**src/hdl/mrif_cfg.svh**
```systemverilog
// Address width, job FIFO depth and error cause macros for the MRIF subsystem
`ifndef MRIF_CFG_SVH
`define MRIF_CFG_SVH

// Physical address width
// MRIF base (47 bits) plus identity bits 10..6 plus 4 zero bits
`define MRIF_PLEN 56

// Job entries held between decoder and handler
`define MRIF_FIFO_DEPTH 4

// Width of the cause code on cause_o
`define MRIF_CAUSE_W 12

// Cause reported on any bus error during MRIF access
// MSI PT data corruption
`define MRIF_CAUSE_DATA_CORRUPT 270

`endif

```
**src/hdl/mrif_pkg.sv**
```systemverilog
// MSI request, MRIF job and memory port structs with bus response codes
`include "mrif_cfg.svh"

package mrif_pkg;

    // Bus response codes
    localparam logic [1:0] RESP_OKAY   = 2'b00;
    localparam logic [1:0] RESP_SLVERR = 2'b10;

    // Raw MSI with the MRIF cache data attached
    typedef struct packed {
        logic [31:0] int_id;
        logic [46:0] mrif_addr;
        logic [10:0] notice_nid;
        logic [43:0] notice_ppn;
    } msi_req_t;

    // Validated work item for the handler
    typedef struct packed {
        logic [`MRIF_PLEN-1:0] pptr;     // IP/IE pair address
        logic [5:0]            bit_idx;  // Bit inside IP and IE
        logic [10:0]           notice_nid;
        logic [43:0]           notice_ppn;
    } mrif_job_t;

    // Handler to memory
    typedef struct packed {
        logic                  ar_valid;
        logic [`MRIF_PLEN-1:0] ar_addr;
        logic [7:0]            ar_len;
        logic                  aw_valid;
        logic [`MRIF_PLEN-1:0] aw_addr;
        logic [2:0]            aw_size;
        logic                  w_valid;
        logic [63:0]           w_data;
        logic [7:0]            w_strb;
        logic                  w_last;
        logic                  r_ready;
        logic                  b_ready;
    } mem_req_t;

    // Memory to handler
    typedef struct packed {
        logic        ar_ready;
        logic        aw_ready;
        logic        w_ready;
        logic        r_valid;
        logic [63:0] r_data;
        logic [1:0]  r_resp;
        logic        r_last;
        logic        b_valid;
        logic [1:0]  b_resp;
    } mem_rsp_t;

endpackage

```
**src/hdl/job_fifo.sv**
```systemverilog
// Show-ahead FIFO with a configurable payload type
`timescale 1ns/1ns

module job_fifo #(
    parameter type         payload_t = logic,
    parameter int unsigned DEPTH     = 4
) (
    input  logic     clk_i,
    input  logic     rst_ni,
    input  logic     push_i,
    input  payload_t data_i,
    input  logic     pop_i,
    output payload_t data_o,
    output logic     full_o,
    output logic     empty_o
);

    localparam int unsigned PTR_W = (DEPTH > 1) ? $clog2(DEPTH) : 1;
    localparam int unsigned CNT_W = $clog2(DEPTH + 1);

    payload_t           mem_q [DEPTH];
    logic [PTR_W-1:0]   wr_ptr_q;
    logic [PTR_W-1:0]   rd_ptr_q;
    logic [CNT_W-1:0]   count_q;
    logic               do_push;
    logic               do_pop;

    assign full_o  = (count_q == CNT_W'(DEPTH));
    assign empty_o = (count_q == '0);

    // Requests outside the legal range are ignored
    assign do_push = push_i & ~full_o;
    assign do_pop  = pop_i & ~empty_o;

    // Head entry always visible
    assign data_o = mem_q[rd_ptr_q];

    always_ff @(posedge clk_i or negedge rst_ni) begin
        if (!rst_ni) begin
            wr_ptr_q <= '0;
            rd_ptr_q <= '0;
            count_q  <= '0;
        end else begin
            if (do_push) begin
                // Wrap explicitly, depth need not be a power of two
                wr_ptr_q <= (wr_ptr_q == PTR_W'(DEPTH - 1)) ? '0 : wr_ptr_q + 1'b1;
            end
            if (do_pop) begin
                rd_ptr_q <= (rd_ptr_q == PTR_W'(DEPTH - 1)) ? '0 : rd_ptr_q + 1'b1;
            end
            // Simultaneous push and pop keep the count
            if (do_push && !do_pop) begin
                count_q <= count_q + 1'b1;
            end else if (do_pop && !do_push) begin
                count_q <= count_q - 1'b1;
            end
        end
    end

    // Storage
    always_ff @(posedge clk_i) begin
        if (do_push) begin
            mem_q[wr_ptr_q] <= data_i;
        end
    end

endmodule

```
**src/hdl/mrif_handler.sv**
```systemverilog
// MRIF handler FSM for IP/IE read-modify-write and notice MSI writes
`timescale 1ns/1ns
`include "mrif_cfg.svh"

module mrif_handler (
    input  logic                       clk_i,
    input  logic                       rst_ni,
    input  mrif_pkg::mrif_job_t        job_i,
    input  logic                       empty_i,
    output logic                       pop_o,
    output mrif_pkg::mem_req_t         mem_req_o,
    input  mrif_pkg::mem_rsp_t         mem_rsp_i,
    output logic                       error_o,
    output logic [`MRIF_CAUSE_W-1:0]   cause_o
);

    typedef enum logic [2:0] {
        IDLE,
        RD_REQ,
        FETCH,
        WR_IP,
        WR_NOTICE,
        ERROR
    } state_t;

    // Write steps, shared by IP write-back and notice
    typedef enum logic [1:0] {
        AW_REQ,
        W_DATA,
        B_RESP
    } wr_state_t;

    state_t              state_q, state_n;
    wr_state_t           wr_state_q, wr_state_n;
    mrif_pkg::mrif_job_t job_q, job_n;
    logic [63:0]         ip_q, ip_n;
    logic [63:0]         ie_q, ie_n;
    logic                wait_rlast_q, wait_rlast_n;
    logic                error_q;
    logic [63:0]         id_bit;
    logic                notice_sel;
    logic [`MRIF_PLEN-1:0] wr_addr;

    // Bit of this identity inside IP and IE
    assign id_bit = 64'd1 << job_q.bit_idx;

    // Notice page address, MSI sits at offset 0
    assign notice_sel = (state_q == WR_NOTICE);
    assign wr_addr    = notice_sel ? {job_q.notice_ppn, 12'b0} : job_q.pptr;

    assign error_o = error_q;
    assign cause_o = `MRIF_CAUSE_W'(`MRIF_CAUSE_DATA_CORRUPT);

    always_comb begin
        // Bus defaults
        mem_req_o.ar_valid = 1'b0;
        mem_req_o.ar_addr  = job_q.pptr;
        mem_req_o.ar_len   = 8'd1;             // IP then IE
        mem_req_o.aw_valid = 1'b0;
        mem_req_o.aw_addr  = wr_addr;
        mem_req_o.aw_size  = notice_sel ? 3'd2 : 3'd3;
        mem_req_o.w_valid  = 1'b0;
        mem_req_o.w_data   = notice_sel ? {53'b0, job_q.notice_nid} : (ip_q | id_bit);
        mem_req_o.w_strb   = notice_sel ? 8'h0f : 8'hff;
        mem_req_o.w_last   = 1'b1;             // Single-beat writes only
        mem_req_o.r_ready  = 1'b0;
        mem_req_o.b_ready  = 1'b0;
        pop_o              = 1'b0;

        state_n      = state_q;
        wr_state_n   = wr_state_q;
        job_n        = job_q;
        ip_n         = ip_q;
        ie_n         = ie_q;
        wait_rlast_n = wait_rlast_q;

        case (state_q)
            IDLE: begin
                // Take head of FIFO
                if (!empty_i) begin
                    pop_o        = 1'b1;
                    job_n        = job_i;
                    wait_rlast_n = 1'b0;
                    state_n      = RD_REQ;
                end
            end

            RD_REQ: begin
                mem_req_o.ar_valid = 1'b1;
                if (mem_rsp_i.ar_ready) begin
                    state_n = FETCH;
                end
            end

            FETCH: begin
                mem_req_o.r_ready = mem_rsp_i.r_valid;
                if (mem_rsp_i.r_valid) begin
                    if (mem_rsp_i.r_resp != mrif_pkg::RESP_OKAY) begin
                        // Drain the rest of the burst in ERROR
                        wait_rlast_n = ~mem_rsp_i.r_last;
                        state_n      = ERROR;
                    end else if (mem_rsp_i.r_last) begin
                        // Second beat is IE
                        ie_n       = mem_rsp_i.r_data;
                        wr_state_n = AW_REQ;
                        if (!(|(ip_q & id_bit))) begin
                            state_n = WR_IP;
                        end else if (|(mem_rsp_i.r_data & id_bit)) begin
                            // IP already pending, notice still due
                            state_n = WR_NOTICE;
                        end else begin
                            state_n = IDLE;
                        end
                    end else begin
                        // First beat is IP
                        ip_n = mem_rsp_i.r_data;
                    end
                end
            end

            WR_IP, WR_NOTICE: begin
                case (wr_state_q)
                    AW_REQ: begin
                        mem_req_o.aw_valid = 1'b1;
                        if (mem_rsp_i.aw_ready) begin
                            wr_state_n = W_DATA;
                        end
                    end
                    W_DATA: begin
                        mem_req_o.w_valid = 1'b1;
                        if (mem_rsp_i.w_ready) begin
                            wr_state_n = B_RESP;
                        end
                    end
                    B_RESP: begin
                        mem_req_o.b_ready = mem_rsp_i.b_valid;
                        if (mem_rsp_i.b_valid) begin
                            wr_state_n = AW_REQ;
                            if (mem_rsp_i.b_resp != mrif_pkg::RESP_OKAY) begin
                                state_n = ERROR;
                            end else if (!notice_sel && (|(ie_q & id_bit))) begin
                                // Interrupt enabled, send notice
                                state_n = WR_NOTICE;
                            end else begin
                                state_n = IDLE;
                            end
                        end
                    end
                    default: begin
                        wr_state_n = AW_REQ;
                        state_n    = IDLE;
                    end
                endcase
            end

            ERROR: begin
                if (wait_rlast_q) begin
                    mem_req_o.r_ready = mem_rsp_i.r_valid;
                    if (mem_rsp_i.r_valid && mem_rsp_i.r_last) begin
                        wait_rlast_n = 1'b0;
                        state_n      = IDLE;
                    end
                end else begin
                    state_n = IDLE;
                end
            end

            default: begin
                state_n = IDLE;
            end
        endcase
    end

    always_ff @(posedge clk_i or negedge rst_ni) begin
        if (!rst_ni) begin
            state_q      <= IDLE;
            wr_state_q   <= AW_REQ;
            wait_rlast_q <= 1'b0;
            error_q      <= 1'b0;
        end else begin
            state_q      <= state_n;
            wr_state_q   <= wr_state_n;
            wait_rlast_q <= wait_rlast_n;
            // Pulse only on entry to ERROR
            error_q      <= (state_n == ERROR) && (state_q != ERROR);
        end
    end

    // Job and fetched data
    always_ff @(posedge clk_i) begin
        job_q <= job_n;
        ip_q  <= ip_n;
        ie_q  <= ie_n;
    end

endmodule

```
**src/hdl/mrif_subsys_top.sv**
```systemverilog
// MRIF subsystem top with decoder, job FIFO and handler
`timescale 1ns/1ns
`include "mrif_cfg.svh"

module mrif_subsys_top (
    input  logic                       clk_i,
    input  logic                       rst_ni,
    input  logic                       msi_valid_i,
    input  mrif_pkg::msi_req_t         msi_i,
    input  mrif_pkg::mem_rsp_t         mem_rsp_i,
    output mrif_pkg::mem_req_t         mem_req_o,
    output logic                       ignore_o,
    output logic                       drop_o,
    output logic                       error_o,
    output logic [`MRIF_CAUSE_W-1:0]   cause_o
);

    // Decoder to FIFO
    logic                fifo_push;
    mrif_pkg::mrif_job_t fifo_job;
    logic                fifo_full;
    logic                fifo_empty;
    // FIFO to handler
    logic                fifo_pop;
    mrif_pkg::mrif_job_t head_job;

    msi_req_decoder u_msi_req_decoder (
        .clk_i       (clk_i),
        .rst_ni      (rst_ni),
        .msi_valid_i (msi_valid_i),
        .msi_i       (msi_i),
        .fifo_full_i (fifo_full),
        .push_o      (fifo_push),
        .job_o       (fifo_job),
        .ignore_o    (ignore_o),
        .drop_o      (drop_o)
    );

    job_fifo #(
        .payload_t (mrif_pkg::mrif_job_t),
        .DEPTH     (`MRIF_FIFO_DEPTH)
    ) u_job_fifo (
        .clk_i   (clk_i),
        .rst_ni  (rst_ni),
        .push_i  (fifo_push),
        .data_i  (fifo_job),
        .pop_i   (fifo_pop),
        .data_o  (head_job),
        .full_o  (fifo_full),
        .empty_o (fifo_empty)
    );

    mrif_handler u_mrif_handler (
        .clk_i     (clk_i),
        .rst_ni    (rst_ni),
        .job_i     (head_job),
        .empty_i   (fifo_empty),
        .pop_o     (fifo_pop),
        .mem_req_o (mem_req_o),
        .mem_rsp_i (mem_rsp_i),
        .error_o   (error_o),
        .cause_o   (cause_o)
    );

endmodule

```
**src/hdl/msi_req_decoder.sv**
```systemverilog
// MSI request decoder that checks the identity and builds MRIF jobs
`timescale 1ns/1ns

module msi_req_decoder (
    input  logic                 clk_i,
    input  logic                 rst_ni,
    input  logic                 msi_valid_i,
    input  mrif_pkg::msi_req_t   msi_i,
    input  logic                 fifo_full_i,
    output logic                 push_o,
    output mrif_pkg::mrif_job_t  job_o,
    output logic                 ignore_o,
    output logic                 drop_o
);

    // Valid identity captured, waiting for the push decision
    logic                pend_q;
    logic                ignore_q;
    mrif_pkg::mrif_job_t job_q;
    logic                id_ok;

    // Identities above 2047 have no bit in the MRIF
    assign id_ok = ~(|msi_i.int_id[31:11]);

    always_ff @(posedge clk_i or negedge rst_ni) begin
        if (!rst_ni) begin
            pend_q   <= 1'b0;
            ignore_q <= 1'b0;
        end else begin
            pend_q   <= msi_valid_i & id_ok;
            ignore_q <= msi_valid_i & ~id_ok;
        end
    end

    // Job payload
    always_ff @(posedge clk_i) begin
        if (msi_valid_i) begin
            // DW pair offset taken from identity bits 10..6
            job_q.pptr       <= {msi_i.mrif_addr, msi_i.int_id[10:6], 4'b0000};
            job_q.bit_idx    <= msi_i.int_id[5:0];
            job_q.notice_nid <= msi_i.notice_nid;
            job_q.notice_ppn <= msi_i.notice_ppn;
        end
    end

    // Full checked in the push cycle so an in-flight push is counted
    assign push_o   = pend_q & ~fifo_full_i;
    assign drop_o   = pend_q & fifo_full_i;
    assign ignore_o = ignore_q;
    assign job_o    = job_q;

endmodule

```
**config.mk**
```make
export PLATFORM = sky130hd
export DESIGN_NAME = mrif_subsys_top
export DESIGN_NICKNAME = d
export VERILOG_FILES = /design/src/hdl/mrif_pkg.sv /design/src/hdl/job_fifo.sv /design/src/hdl/mrif_handler.sv /design/src/hdl/mrif_subsys_top.sv /design/src/hdl/msi_req_decoder.sv
export VERILOG_INCLUDE_DIRS = /design/src /design/src/hdl
export SDC_FILE = /design/constraint.sdc
export NUM_CORES = 1
export LEC_CHECK = 0
export ABC_AREA = 1
export BUFFER_PORTS_ARGS = -buffer_cell sky130_fd_sc_hd__buf_2
export CELL_PAD_IN_SITES_DETAIL_PLACEMENT = 1
export CELL_PAD_IN_SITES_GLOBAL_PLACEMENT = 1
export CORE_AREA = 2 2 218 328
export DETAILED_ROUTE_END_ITERATION = 8
export DIE_AREA = 0 0 220 330
export GPL_ROUTABILITY_DRIVEN = 0
export PLACE_DENSITY = 0.81
export SLEW_MARGIN = 10
export SYNTH_ARGS = -nofsm -noshare
export SYNTH_HDL_FRONTEND = slang
export SYNTH_SLANG_ARGS = --single-unit
```
**constraint.sdc**
```tcl
create_clock -name clk_i -period 10 [get_ports clk_i]
set_clock_uncertainty 0.2 [all_clocks]
set_input_delay 1 -clock clk_i [delete_from_list [all_inputs] [get_ports clk_i]]
set_output_delay 1 -clock clk_i [all_outputs]
set_load 0.02 [all_outputs]
```
== Word level (Yosys, flattened, before mapping) ==
Memory sizes are Yosys's and may differ from the RTL's. A register that Yosys moved wholly into a read port is not among the register bits.
Index checks and enable logic that the tools add are counted.

* Output and inout bits: 216
* Bits in writable memories: 452
* Logic and storage cells: 133
* Memories: 1
* Register bits after elaboration: 313

{| class="wikitable"
|+ Memories
! name !! words !! bits a word !! rd ports !! clocked after memory_dff !! write ports !! RTL line !! source
|-
| u_job_fifo.mem_q || 4 || 113 || 1 || 1 || 1 || job_fifo.sv:21 || <nowiki>payload_t mem_q [DEPTH];</nowiki>
|}

* Bitwise gates (word level): 15
* Shift-type cells: 1
* Reduce and logical (&&, ||, !) cells: 27
* Equality and inequality tests: 20
* Add/sub/neg operators: 4
* Muxes and demuxes: 49

{| class="wikitable"
|+ Operator list
! cell !! number
|-
| 64-bit AND || 3
|-
| 64-bit OR reduction || 3
|-
| 64-bit two-way mux || 1
|-
| 64-bit bitwise OR || 1
|-
| 1-bit by 6-bit << shifter with 64-bit output (first input constant) || 1
|-
| 56-bit two-way mux || 1
|-
| 3-bit two-way mux || 14
|-
| 21-bit OR reduction || 1
|-
| 1-bit two-way mux || 18
|-
| 2-bit two-way mux || 8
|-
| 3-bit case mux with 5 select lines || 1
|-
| 3-bit == test (second input constant) || 4
|-
| 3-bit inequality test (second input constant) || 4
|-
| 4-bit AND reduction || 3
|-
| 8-bit two-way mux || 1
|-
| 2-bit inequality test (second input constant) || 4
|-
| 2-bit nonzero test || 4
|-
| 7-bit AND reduction || 1
|-
| 1-bit AND || 6
|-
| 2-bit == test (second input constant) || 3
|-
| 3-bit by 2-bit == test with 1-bit output (second input constant) || 2
|-
| 3-bit zero test || 2
|-
| 2-bit case mux with 3 select lines || 1
|-
| 3-bit case mux with 2 select lines || 1
|-
| other kinds (16) || 28
|}

== Logic depth before layout (Yosys ltp) ==
Gate-level depths: netlist of run 1.

* Depth after elaboration: 11
* Mapped depth: 19
* Depth with buffers taken out: 19

== Hierarchy ==
A second synthesis of run 1 with hierarchy kept.

* Cell total of the unflattened synthesis: 2817
* Area total of the unflattened synthesis: 34724.6 µm²

{| class="wikitable"
|+ Modules (own cells, without submodules)
! module !! sequential area each (µm²) !! area an instance (µm²) !! times used !! cells each
|-
| job_fifo || 14228.6 || 18854.3 || 1 || 1425
|-
| mrif_handler || 7532.2 || 12284.3 || 1 || 1244
|-
| msi_req_decoder || 3443.3 || 3585.9 || 1 || 148
|}

== Least setup slack after synthesis of run 1 ==
OpenSTA, ideal clock, no wires.

* Path type: register -> register
* Start point: register u_mrif_handler.state_q[2]
* End point: register u_job_fifo.count_q[1]
* Path slack: 2725 ps
* Stages on the path, launching flop included: 10
* Data required time: 9675 ps
* Clock period less this slack: 7275 ps
* Arrival: 6951 ps
* Buffers on the path: 1
* Cells stage by stage: dfrtp_1 -> clkbuf_1 -> inv_1 -> o311ai_0 -> nor2_1 -> inv_1 -> ha_1 -> inv_1 -> fa_1 -> mux2_2

* Word-level cells in the longest chain between the ends: 6
* Elaborated cells on any way between the ends: 8
* Those cells by class: 2 x mux; 1 x bitwise; 5 x reduce/logical

{| class="wikitable"
|+ RTL lines
! what !! RTL line !! source
|-
| start, declared || mrif_handler.sv:33 || <nowiki>state_t state_q, state_n;</nowiki>
|-
| start signal, assigned || mrif_handler.sv:181 || <nowiki>state_q <= state_n;</nowiki>
|-
| 3-bit zero test (*) || mrif_handler.sv:77 || <nowiki>case (state_q)</nowiki>
|-
| 1-bit two-way mux (*) || mrif_handler.sv:77 ||
|-
| net fifo_pop || mrif_subsys_top.sv:24 || <nowiki>logic fifo_pop;</nowiki>
|-
| 1-bit AND (*) || job_fifo.sv:33 || <nowiki>assign do_pop = pop_i & ~empty_o;</nowiki>
|-
| 1-bit zero test || job_fifo.sv:52 || <nowiki>if (do_push && !do_pop) begin</nowiki>
|-
| 1-bit logical AND || job_fifo.sv:52 ||
|-
| 3-bit two-way mux / 2-bit nonzero test (equally long branches) || n/a ||
|-
| end signal, assigned || job_fifo.sv:53 || <nowiki>count_q <= count_q + 1'b1;</nowiki>
|-
| end signal, assigned || job_fifo.sv:55 || <nowiki>count_q <= count_q - 1'b1;</nowiki>
|-
| end, declared || job_fifo.sv:24 || <nowiki>logic [CNT_W-1:0] count_q;</nowiki>
|}

Mark *: on every way through the listed nets, which the timed path passes. The rest lies on a longest branch.
A chain may end at the register's enable or synchronous reset.

==> results of run 1 <==
[flip-flops by register name, indices dropped and copies added (netlist names), 3 cells and up]
| register | cells |
|---|---|
| u_mrif_handler.ie_q | 64 |
| u_mrif_handler.ip_q | 64 |
| u_job_fifo.mem_q | 452 |
| u_msi_req_decoder.job_o | 113 |
| u_job_fifo.count_q | 3 |
| u_mrif_handler.job_q | 61 |
| u_mrif_handler.state_q | 3 |
| u_mrif_handler.mem_req_o | 52 |
[synth_stat cells (2+ instances only)]
| cell | count | area (um^2) |
|---|---|---|
| conb_1 | 2 | 7.51 |
| nand3_1 | 41 | 205 |
| nand2_1 | 348 | 1310 |
| o21ai_0 | 266 | 1330 |
| buf_2 | 20 | 100 |
| o21a_1 | 14 | 105 |
| edfxtp_1 | 806 | 24200 |
| nor4_1 | 6 | 37.5 |
| buf_1 | 17 | 63.8 |
| xnor2_1 | 2 | 17.5 |
| nor2_2 | 5 | 31.3 |
| nor3_1 | 8 | 40.0 |
| dfrtp_1 | 16 | 400 |
| o21ai_1 | 3 | 15.0 |
| ha_1 | 6 | 75.1 |
| a31oi_1 | 2 | 12.5 |
| nor2_1 | 398 | 1490 |
| nand4_1 | 99 | 619 |
| clkbuf_1 | 93 | 349 |
| o211ai_1 | 2 | 15.0 |
| inv_1 | 106 | 398 |
| buf_4 | 92 | 691 |
| o22ai_1 | 115 | 719 |
| nor2_4 | 3 | 33.8 |
| a21oi_1 | 35 | 175 |
| inv_2 | 2 | 7.51 |
[critical path, stage by stage (launching register included)]
cell and delay (ns):
dfrtp_1 0.44, nor2_1 0.20, nand2_4 0.08, inv_4 0.45, buf_4 0.73, nor2_1 0.09
a21oi_1 0.38, buf_2 0.24
[power by group]
| group | switching (mW) | internal, mW |
|---|---|---|
| sequential | 0.331 | 4.31 |
| combinational | 2.15 | 0.724 |
| clock | 1.30 | 1.59 |
| total | 3.79 | 6.62 |
[cell families after synthesis]
family	after synthesis	share of synthesized area, %
AO/OA/AOI/OAI	439	7.35
XOR/XNOR	2	0.0539
adder cells (fa/ha/maj)	7	0.292
buffers and inverters	331	4.98
flip-flops	822	75.6
multiplexers	1	0.0346
other	2	0.0231
AND/OR/NAND/NOR	910	11.6
[path summary, 6_finish.rpt]
| check | end | slack [ns] | cells past startpoint |
|---|---|---|---|
| worst max-delay path | mem_req_o[12] | 5.48 | 7 |
| worst min-delay path | u_mrif_handler.wr_state_q[1] | 0.13 | 1 |
| worst max register to register | u_job_fifo.mem_q[2][56] | 6.22 | 6 |
| worst min register to register | u_job_fifo.mem_q[2][55] | 0.29 | 0 |
| max in group asynchronous | u_job_fifo.rd_ptr_q[0] | 9.10 | 1 |
| min in group clk_i | u_job_fifo.mem_q[2][55] | 0.29 | 0 |
[per-layer routing]
layer  GRT usage [%]  vias up  part of all wire [%]
met1            30.0    10900                    36
met2            47.5     1051                    52
met4            13.5       16                   5.1
met5               0        -                 0.098
li1                -     9544                     -
met3            4.71      298                   6.9
[through the flow]
step	power (mW)	utilization (%)
4_1_cts	10.5	53.5
6_report	10.4	53.6
5_1_grt	10.8	53.5
3_5_place_dp	7.56	50.0
2_1_floorplan	6.55	-
3_3_place_gp	7.38	50.0
[cell type report]
| type | count | share of cell area, % |
|---|---|---|
| Clock buffer | 91 | 5.39 |
| Tap cell | 907 | 3.04 |
| Timing Repair Buffer | 420 | 5.84 |
| Multi-Input combinational cell | 1394 | 17.4 |
| Antenna cell | 6 | 0.0402 |
| Inverter | 108 | 1.11 |
| Clock inverter | 49 | 1.24 |
| Sequential cell | 822 | 66.0 |
==> out/results.ini, run 1 <==
[clock_tree]
postCtsHoldBufs=0
cts_max_path_buffers=3
cts_made_buffers=76
root_buffer=clkbuf_16
ctsHtreeMaxLevel=3
cts_tree=built
cts_setup_buffers=0
numClockSinks=822
clkTransAtPathRegs_ns=0.07
cts-resized-gates=0
clock_latency_ns=0.64

[sta]
setup_viol=0
rsz0062_at_grt=false
relSlewSlack_pct=26.1
post-route-period-util_pct=45.2
slew_violations=0
max_freq_ghz=0.221
period_minus_slack_ns=4.52
tightest_slew_ns=1.11
worst_slack_ns=5.48
finalSetupTns_ns=0
hold_viol=0
fin_hold_ws_ns=0.128

[place]
placed_area_um2=34800
dpl_worst_slack_ns=5.99
portBuffers=391
dp.cells=3651
dp_hpwl_um=62900

[power_and_ir_drop]
leakage_nw=13.7
p_per_area_nw_per_um2=279
peakVddDrop_uv=462

[die]
die_w_um=220
initial_utilization_pct=46.7
ios=427
rows=119
core_um2=69700
die_y_um=330
die_area_um2=72600

[detailed_routing]
ant_nets=0
route.detailed.drc=0
viasPerCell=5.73
drtIter0Drc=2113
via_count=21800
wl_per_cell_um=25.6
wl_um=97100
dr.pass1.iters=5

[global_routing]
antenna_found_initial=18
grt_max_degree=131
grt_use_total_pct=26.5
grt-ovfl-total=0
grt_pass1_vias=22900
grt_pass1_wl_um=141000

[finish]
multiInputGateArea_um2=6490
layout-drive-gt1-share_pct=19.3
finalNetCount=3040
most-common-layout-cells=edfxtp_1 (806), nor2_1 (393), buf_2 (390)
fin_cells=3797
areaGrowthSynthToFinish_pct=14.7
fill_cells=7072
final_design_area_no_fill_um2=37300
final_common_cell=edfxtp_1
seqCellArea_um2=24600

[synthesis]
yosys_warnings=0
yosysSeqAreaShare_pct=75.6
synth-main-ff-cell=edfxtp_1
synthDistinctLibCells=33
netlist_instances=2514
async_flop_share_pct=1.95
synthesis.area_um2=32500
synth_edf_count=806
synth_area_per_cell_um2=12.9
synth-seq-cells=822

[worst_setup_path]
worstPathArrival_ns=3.32
cp-end-kind=output port
setup.worst_path.start=u_mrif_handler.state_q[1]
critPathRequiredTime_ns=8.80
cp_max_fo=65
critPathKind=flop to output port
reg2reg_from=u_job_fifo.count_q[0]
cp-start-kind=flop

[min_path]
hold_path.class=input pin to asynchronous set/reset pin

[flow_run]
maxCapViolCount=0

[outcome]
run_status=complete, no violations

(Power assumes the default switching activity.)
==> inputs of run 2 (changes only) <==
Settings changed: ABC_AREA 1 to 0, CORE_AREA 2 2 218 328 to 2 2 225 337, DIE_AREA 0 0 220 330 to 0 0 227 339, PLACE_DENSITY 0.81 to 0.77.
Clock period 10 ns to 3.9 ns, I/O delays scaled along.
==> run 2 against run 1 <==
Compared with the run above:
- count of clock-buffer cells in the layout rose by 1
- flip-flop and latch count did not move
- via count fell by 9.4%
- cell count fell by 9.9%
- clock power rose to 2.8 times the previous value
- combinational power rose to 2.5 times the previous value
- global-route usage rose by 0.41 points
- critical endpoint is now mem_req_o[64]
- power rose to 2.6 times the previous value
- setup slack got worse by 5.4 ns
- die area rose by 6.0%
- critical path depth fell by 2
==> out/results.ini, run 2 <==
[die]
die_w_um=227  ; +3.2%
core_um2=73900  ; +6.0%
die_y_um=339  ; +2.7%
die_area_um2=77000  ; +6.0%
initial_utilization_pct=43.7  ; -3.0 points
rows=122  ; +2.5%
ios=427  ; unchanged

[sta]
setup_viol=0  ; unchanged
max_freq_ghz=0.261
rsz0062_at_grt=false
post-route-period-util_pct=98.1
slew_violations=0  ; unchanged
period_minus_slack_ns=3.83
relSlewSlack_pct=39.5  ; +13 points
finalSetupTns_ns=0  ; unchanged
fin_hold_ws_ns=0.0415  ; -0.0868 ns
tightest_slew_ns=0.882  ; -0.224 ns
hold_viol=0  ; unchanged

[detailed_routing]
dr.pass1.iters=6  ; +1
wl_per_cell_um=30.1  ; +18%
viasPerCell=5.76  ; +0.55%
ant_nets=0  ; unchanged
route.detailed.drc=0  ; unchanged
drtIter0Drc=1977  ; -6.4%
wl_um=103000  ; +5.9%
via_count=19700  ; -9.4%

[synthesis]
synth_top_area_cell=edfxtp_1
yosys_warnings=0  ; unchanged
synthSimpleGateAreaFrac_pct=6.42  ; -5.2 points
synth_most_common_cell=edfxtp_1
synthesis.area_um2=32300  ; -0.83%
synth.top_cell.area_share_pct=75.0  ; +0.63 points
synth-compound-area-share_pct=4.45  ; -2.9 points
synth-main-ff-cell=edfxtp_1
synth_top_family_by_area=multiplexers
synth_edf_count=806  ; unchanged
synthXorXnorAreaFrac_pct=0.0814  ; +0.028 points
synthDistinctLibCells=88  ; +170%
synth.area.mux_share_pct=8.70  ; +8.7 points
synth_area_per_cell_um2=18.0  ; +39%
yosys-top-cells-area=edfxtp_1 (75%), mux4_2 (8.0%), buf_4 (2.3%)
netlist_instances=1793  ; -29%
async_flop_share_pct=1.95  ; unchanged
synth_fa_ha_area_share_pct=0.295  ; +0.0025 points
synth_top_cells_by_count=edfxtp_1 (806), nand2_1 (185), mux4_2 (114)
synth-seq-cells=822  ; unchanged
yosysSeqAreaShare_pct=76.3  ; +0.64 points

[worst_setup_path]
r2r_end=u_mrif_handler.state_q[1]
setup.worst_path.start=u_mrif_handler.job_q[59]
path_cells=buf_4, and2_1, a21oi_1, nor2_1, buf_2
critPathSlowestCell=edfxtp_1
cp_max_fo=17  ; -74%
ff2ff_path_depth=9  ; +3
critPathKind=flop to output port
critPathRequiredTime_ns=3.31  ; -5.49 ns
cp-start-kind=flop
reg2reg_from=u_mrif_handler.job_q[57]
cp-end-kind=output port
cp-endpoint=mem_req_o[64]
regToRegSetupSlack_ns=0.18  ; -6.04 ns
worstPathArrival_ns=3.24  ; -0.08 ns
critPathMaxStageDelay_ns=0.75  ; +0.02 ns

[clock_tree]
cts_max_path_buffers=3  ; unchanged
clock_latency_ns=0.65  ; about the same
ctsHtreeMaxLevel=3  ; unchanged
root_buffer=clkbuf_16
cts_made_buffers=77  ; +1.3%
clkTransAtPathRegs_ns=0.06  ; about the same
numClockSinks=822  ; unchanged
cts_tree=built

[finish]
fin_cells=3422  ; -9.9%
seqCellArea_um2=24600  ; unchanged
fill_cells=6945  ; -1.8%
utilization_pct=53.8  ; +0.24 points
layout-drive-gt1-share_pct=30.6  ; +11 points
largest_register_ffs=452  ; unchanged
final_design_area_no_fill_um2=39700  ; +6.5%
finalNetCount=2580  ; -15%
areaGrowthSynthToFinish_pct=23.2
most-common-layout-cells=edfxtp_1 (806), buf_2 (390), dlygate4sd3_1 (187)
regMostFlops=u_job_fifo.mem_q
final_common_cell=edfxtp_1
multiInputGateArea_um2=6590  ; +1.6%

[place]
placed_area_um2=35200  ; +0.93%
portBuffers=391  ; unchanged
dp_hpwl_um=63900  ; +1.5%
dp.cells=3086  ; -15%

[global_routing]
grt_max_degree=121  ; -7.6%
grt_use_total_pct=26.9  ; +0.41 points
grt-ovfl-total=0  ; unchanged
antenna_found_initial=18  ; unchanged
grt_pass1_wl_um=147000  ; +4.5%
grt_pass1_vias=21000  ; -8.1%

[outcome]
run_status=complete, no violations

[power_and_ir_drop]
peakVddDrop_uv=488  ; +5.7%
p_per_area_nw_per_um2=682  ; +140%
leakage_nw=13.9  ; +2.0%

[flow_run]
maxCapViolCount=0  ; unchanged

[min_path]
hold_path.class=input pin to flop

==> run 2: cell count changes in the layout (fill, tap and decap cells not counted), moves of 17 or more <==
| cell | change |
|---|---|
| nand4_1 | -91 |
| inv_1 | -93 |
| dlygate4sd3_1 | +187 |
| mux4_2 | +114 |
| o22ai_1 | -114 |
| o21ai_0 | -243 |
| buf_12 | +17 |
| buf_4 | +20 |
| a21oi_1 | +47 |
| nand2_1 | -162 |
| nor2_1 | -319 |
==> run 2: worst max-delay path: cells and delay by family, from the launching register on <==
| kind | cells | cell delay, ns |
|---|---|---|
| buffers and inverters | 2 | 0.66 |
| DFF | 1 | 0.75 |
| and+or+nand+nor | 2 | 1.02 |
| AOI/OAI and AO/OA | 1 | 0.16 |
==> run 2: final cells by class <==
class                      instances  share of cell area [%]
antenna                            7                  0.0441
clock buffer                      92                    5.15
clock inverter                    48                    1.61
inverter                          14                   0.142
multi-input combinational        803                    16.6
sequential                       822                    61.9
tap                              992                    3.12
timing repair buffer             644                    11.4
==> run 2: through the flow <==
stage	total power, mW	setup slack [ns]
after global placement	18.6	0.318
after floorplan	16.4	0.521
after CTS	27.0	0.108
after detailed placement	18.8	0.201
final	27.1	0.0733
after global routing	28.0	0.0585
==> run 2: timing repair <==
| item | 4_1_cts | 5_1_grt |
|---|---|---|
| endpoints found under the setup margin | 0 | 3 |
| resized for setup | 0 | 1 |
| buffers inserted | 0 | 2 |
| hold buffers | 187 | 0 |
| endpoints found under the hold margin | 264 | 0 |
==> run 2: logic make-up (layout without fill, tap and decap cells) <==
logic type | Yosys count | after routing
simple gates | 412 | 412
xor+xnor | 3 | 3
compound gates | 210 | 210
fa+ha+maj | 7 | 7
other cells | 2 | 42
flops | 822 | 822
mux | 136 | 136
buf+inv | 201 | 798
==> run 2: report_power, final <==
| group | leakage [nW] | internal [mW] | switching (mW) | total [mW] |
|---|---|---|---|---|
| clock | 1.30 | 4.60 | 3.41 | 8.01 |
| sequential | 7.58 | 10.9 | 0.877 | 11.8 |
| combinational | 5.06 | 2.80 | 4.53 | 7.33 |
| total | 13.9 | 18.3 | 8.82 | 27.1 |
==> run 2: worst min path at each step <==
stage               slack (ns)                      endpoint   startpoint  cells after the start
floorplan                -0.11         u_job_fifo.count_q[0]       rst_ni                      0
global placement          0.15  u_mrif_handler.wr_state_q[1]       rst_ni                      1
detailed placement        0.17  u_mrif_handler.wr_state_q[1]       rst_ni                      1
CTS                       0.02   u_msi_req_decoder.job_o[21]  msi_valid_i                      1
global route              0.04   u_msi_req_decoder.job_o[21]  msi_valid_i                      1
finish                    0.04   u_msi_req_decoder.job_o[21]  msi_valid_i                      1
==> run 2: routing by layer <==
metal	vias to the layer above	global-route usage, %	share of wire, %
met5	-	0.516	0.20
li1	8071	-	-
met4	24	13.7	5.9
met1	9952	30.9	34
met3	361	8.78	10
met2	1315	44.7	49
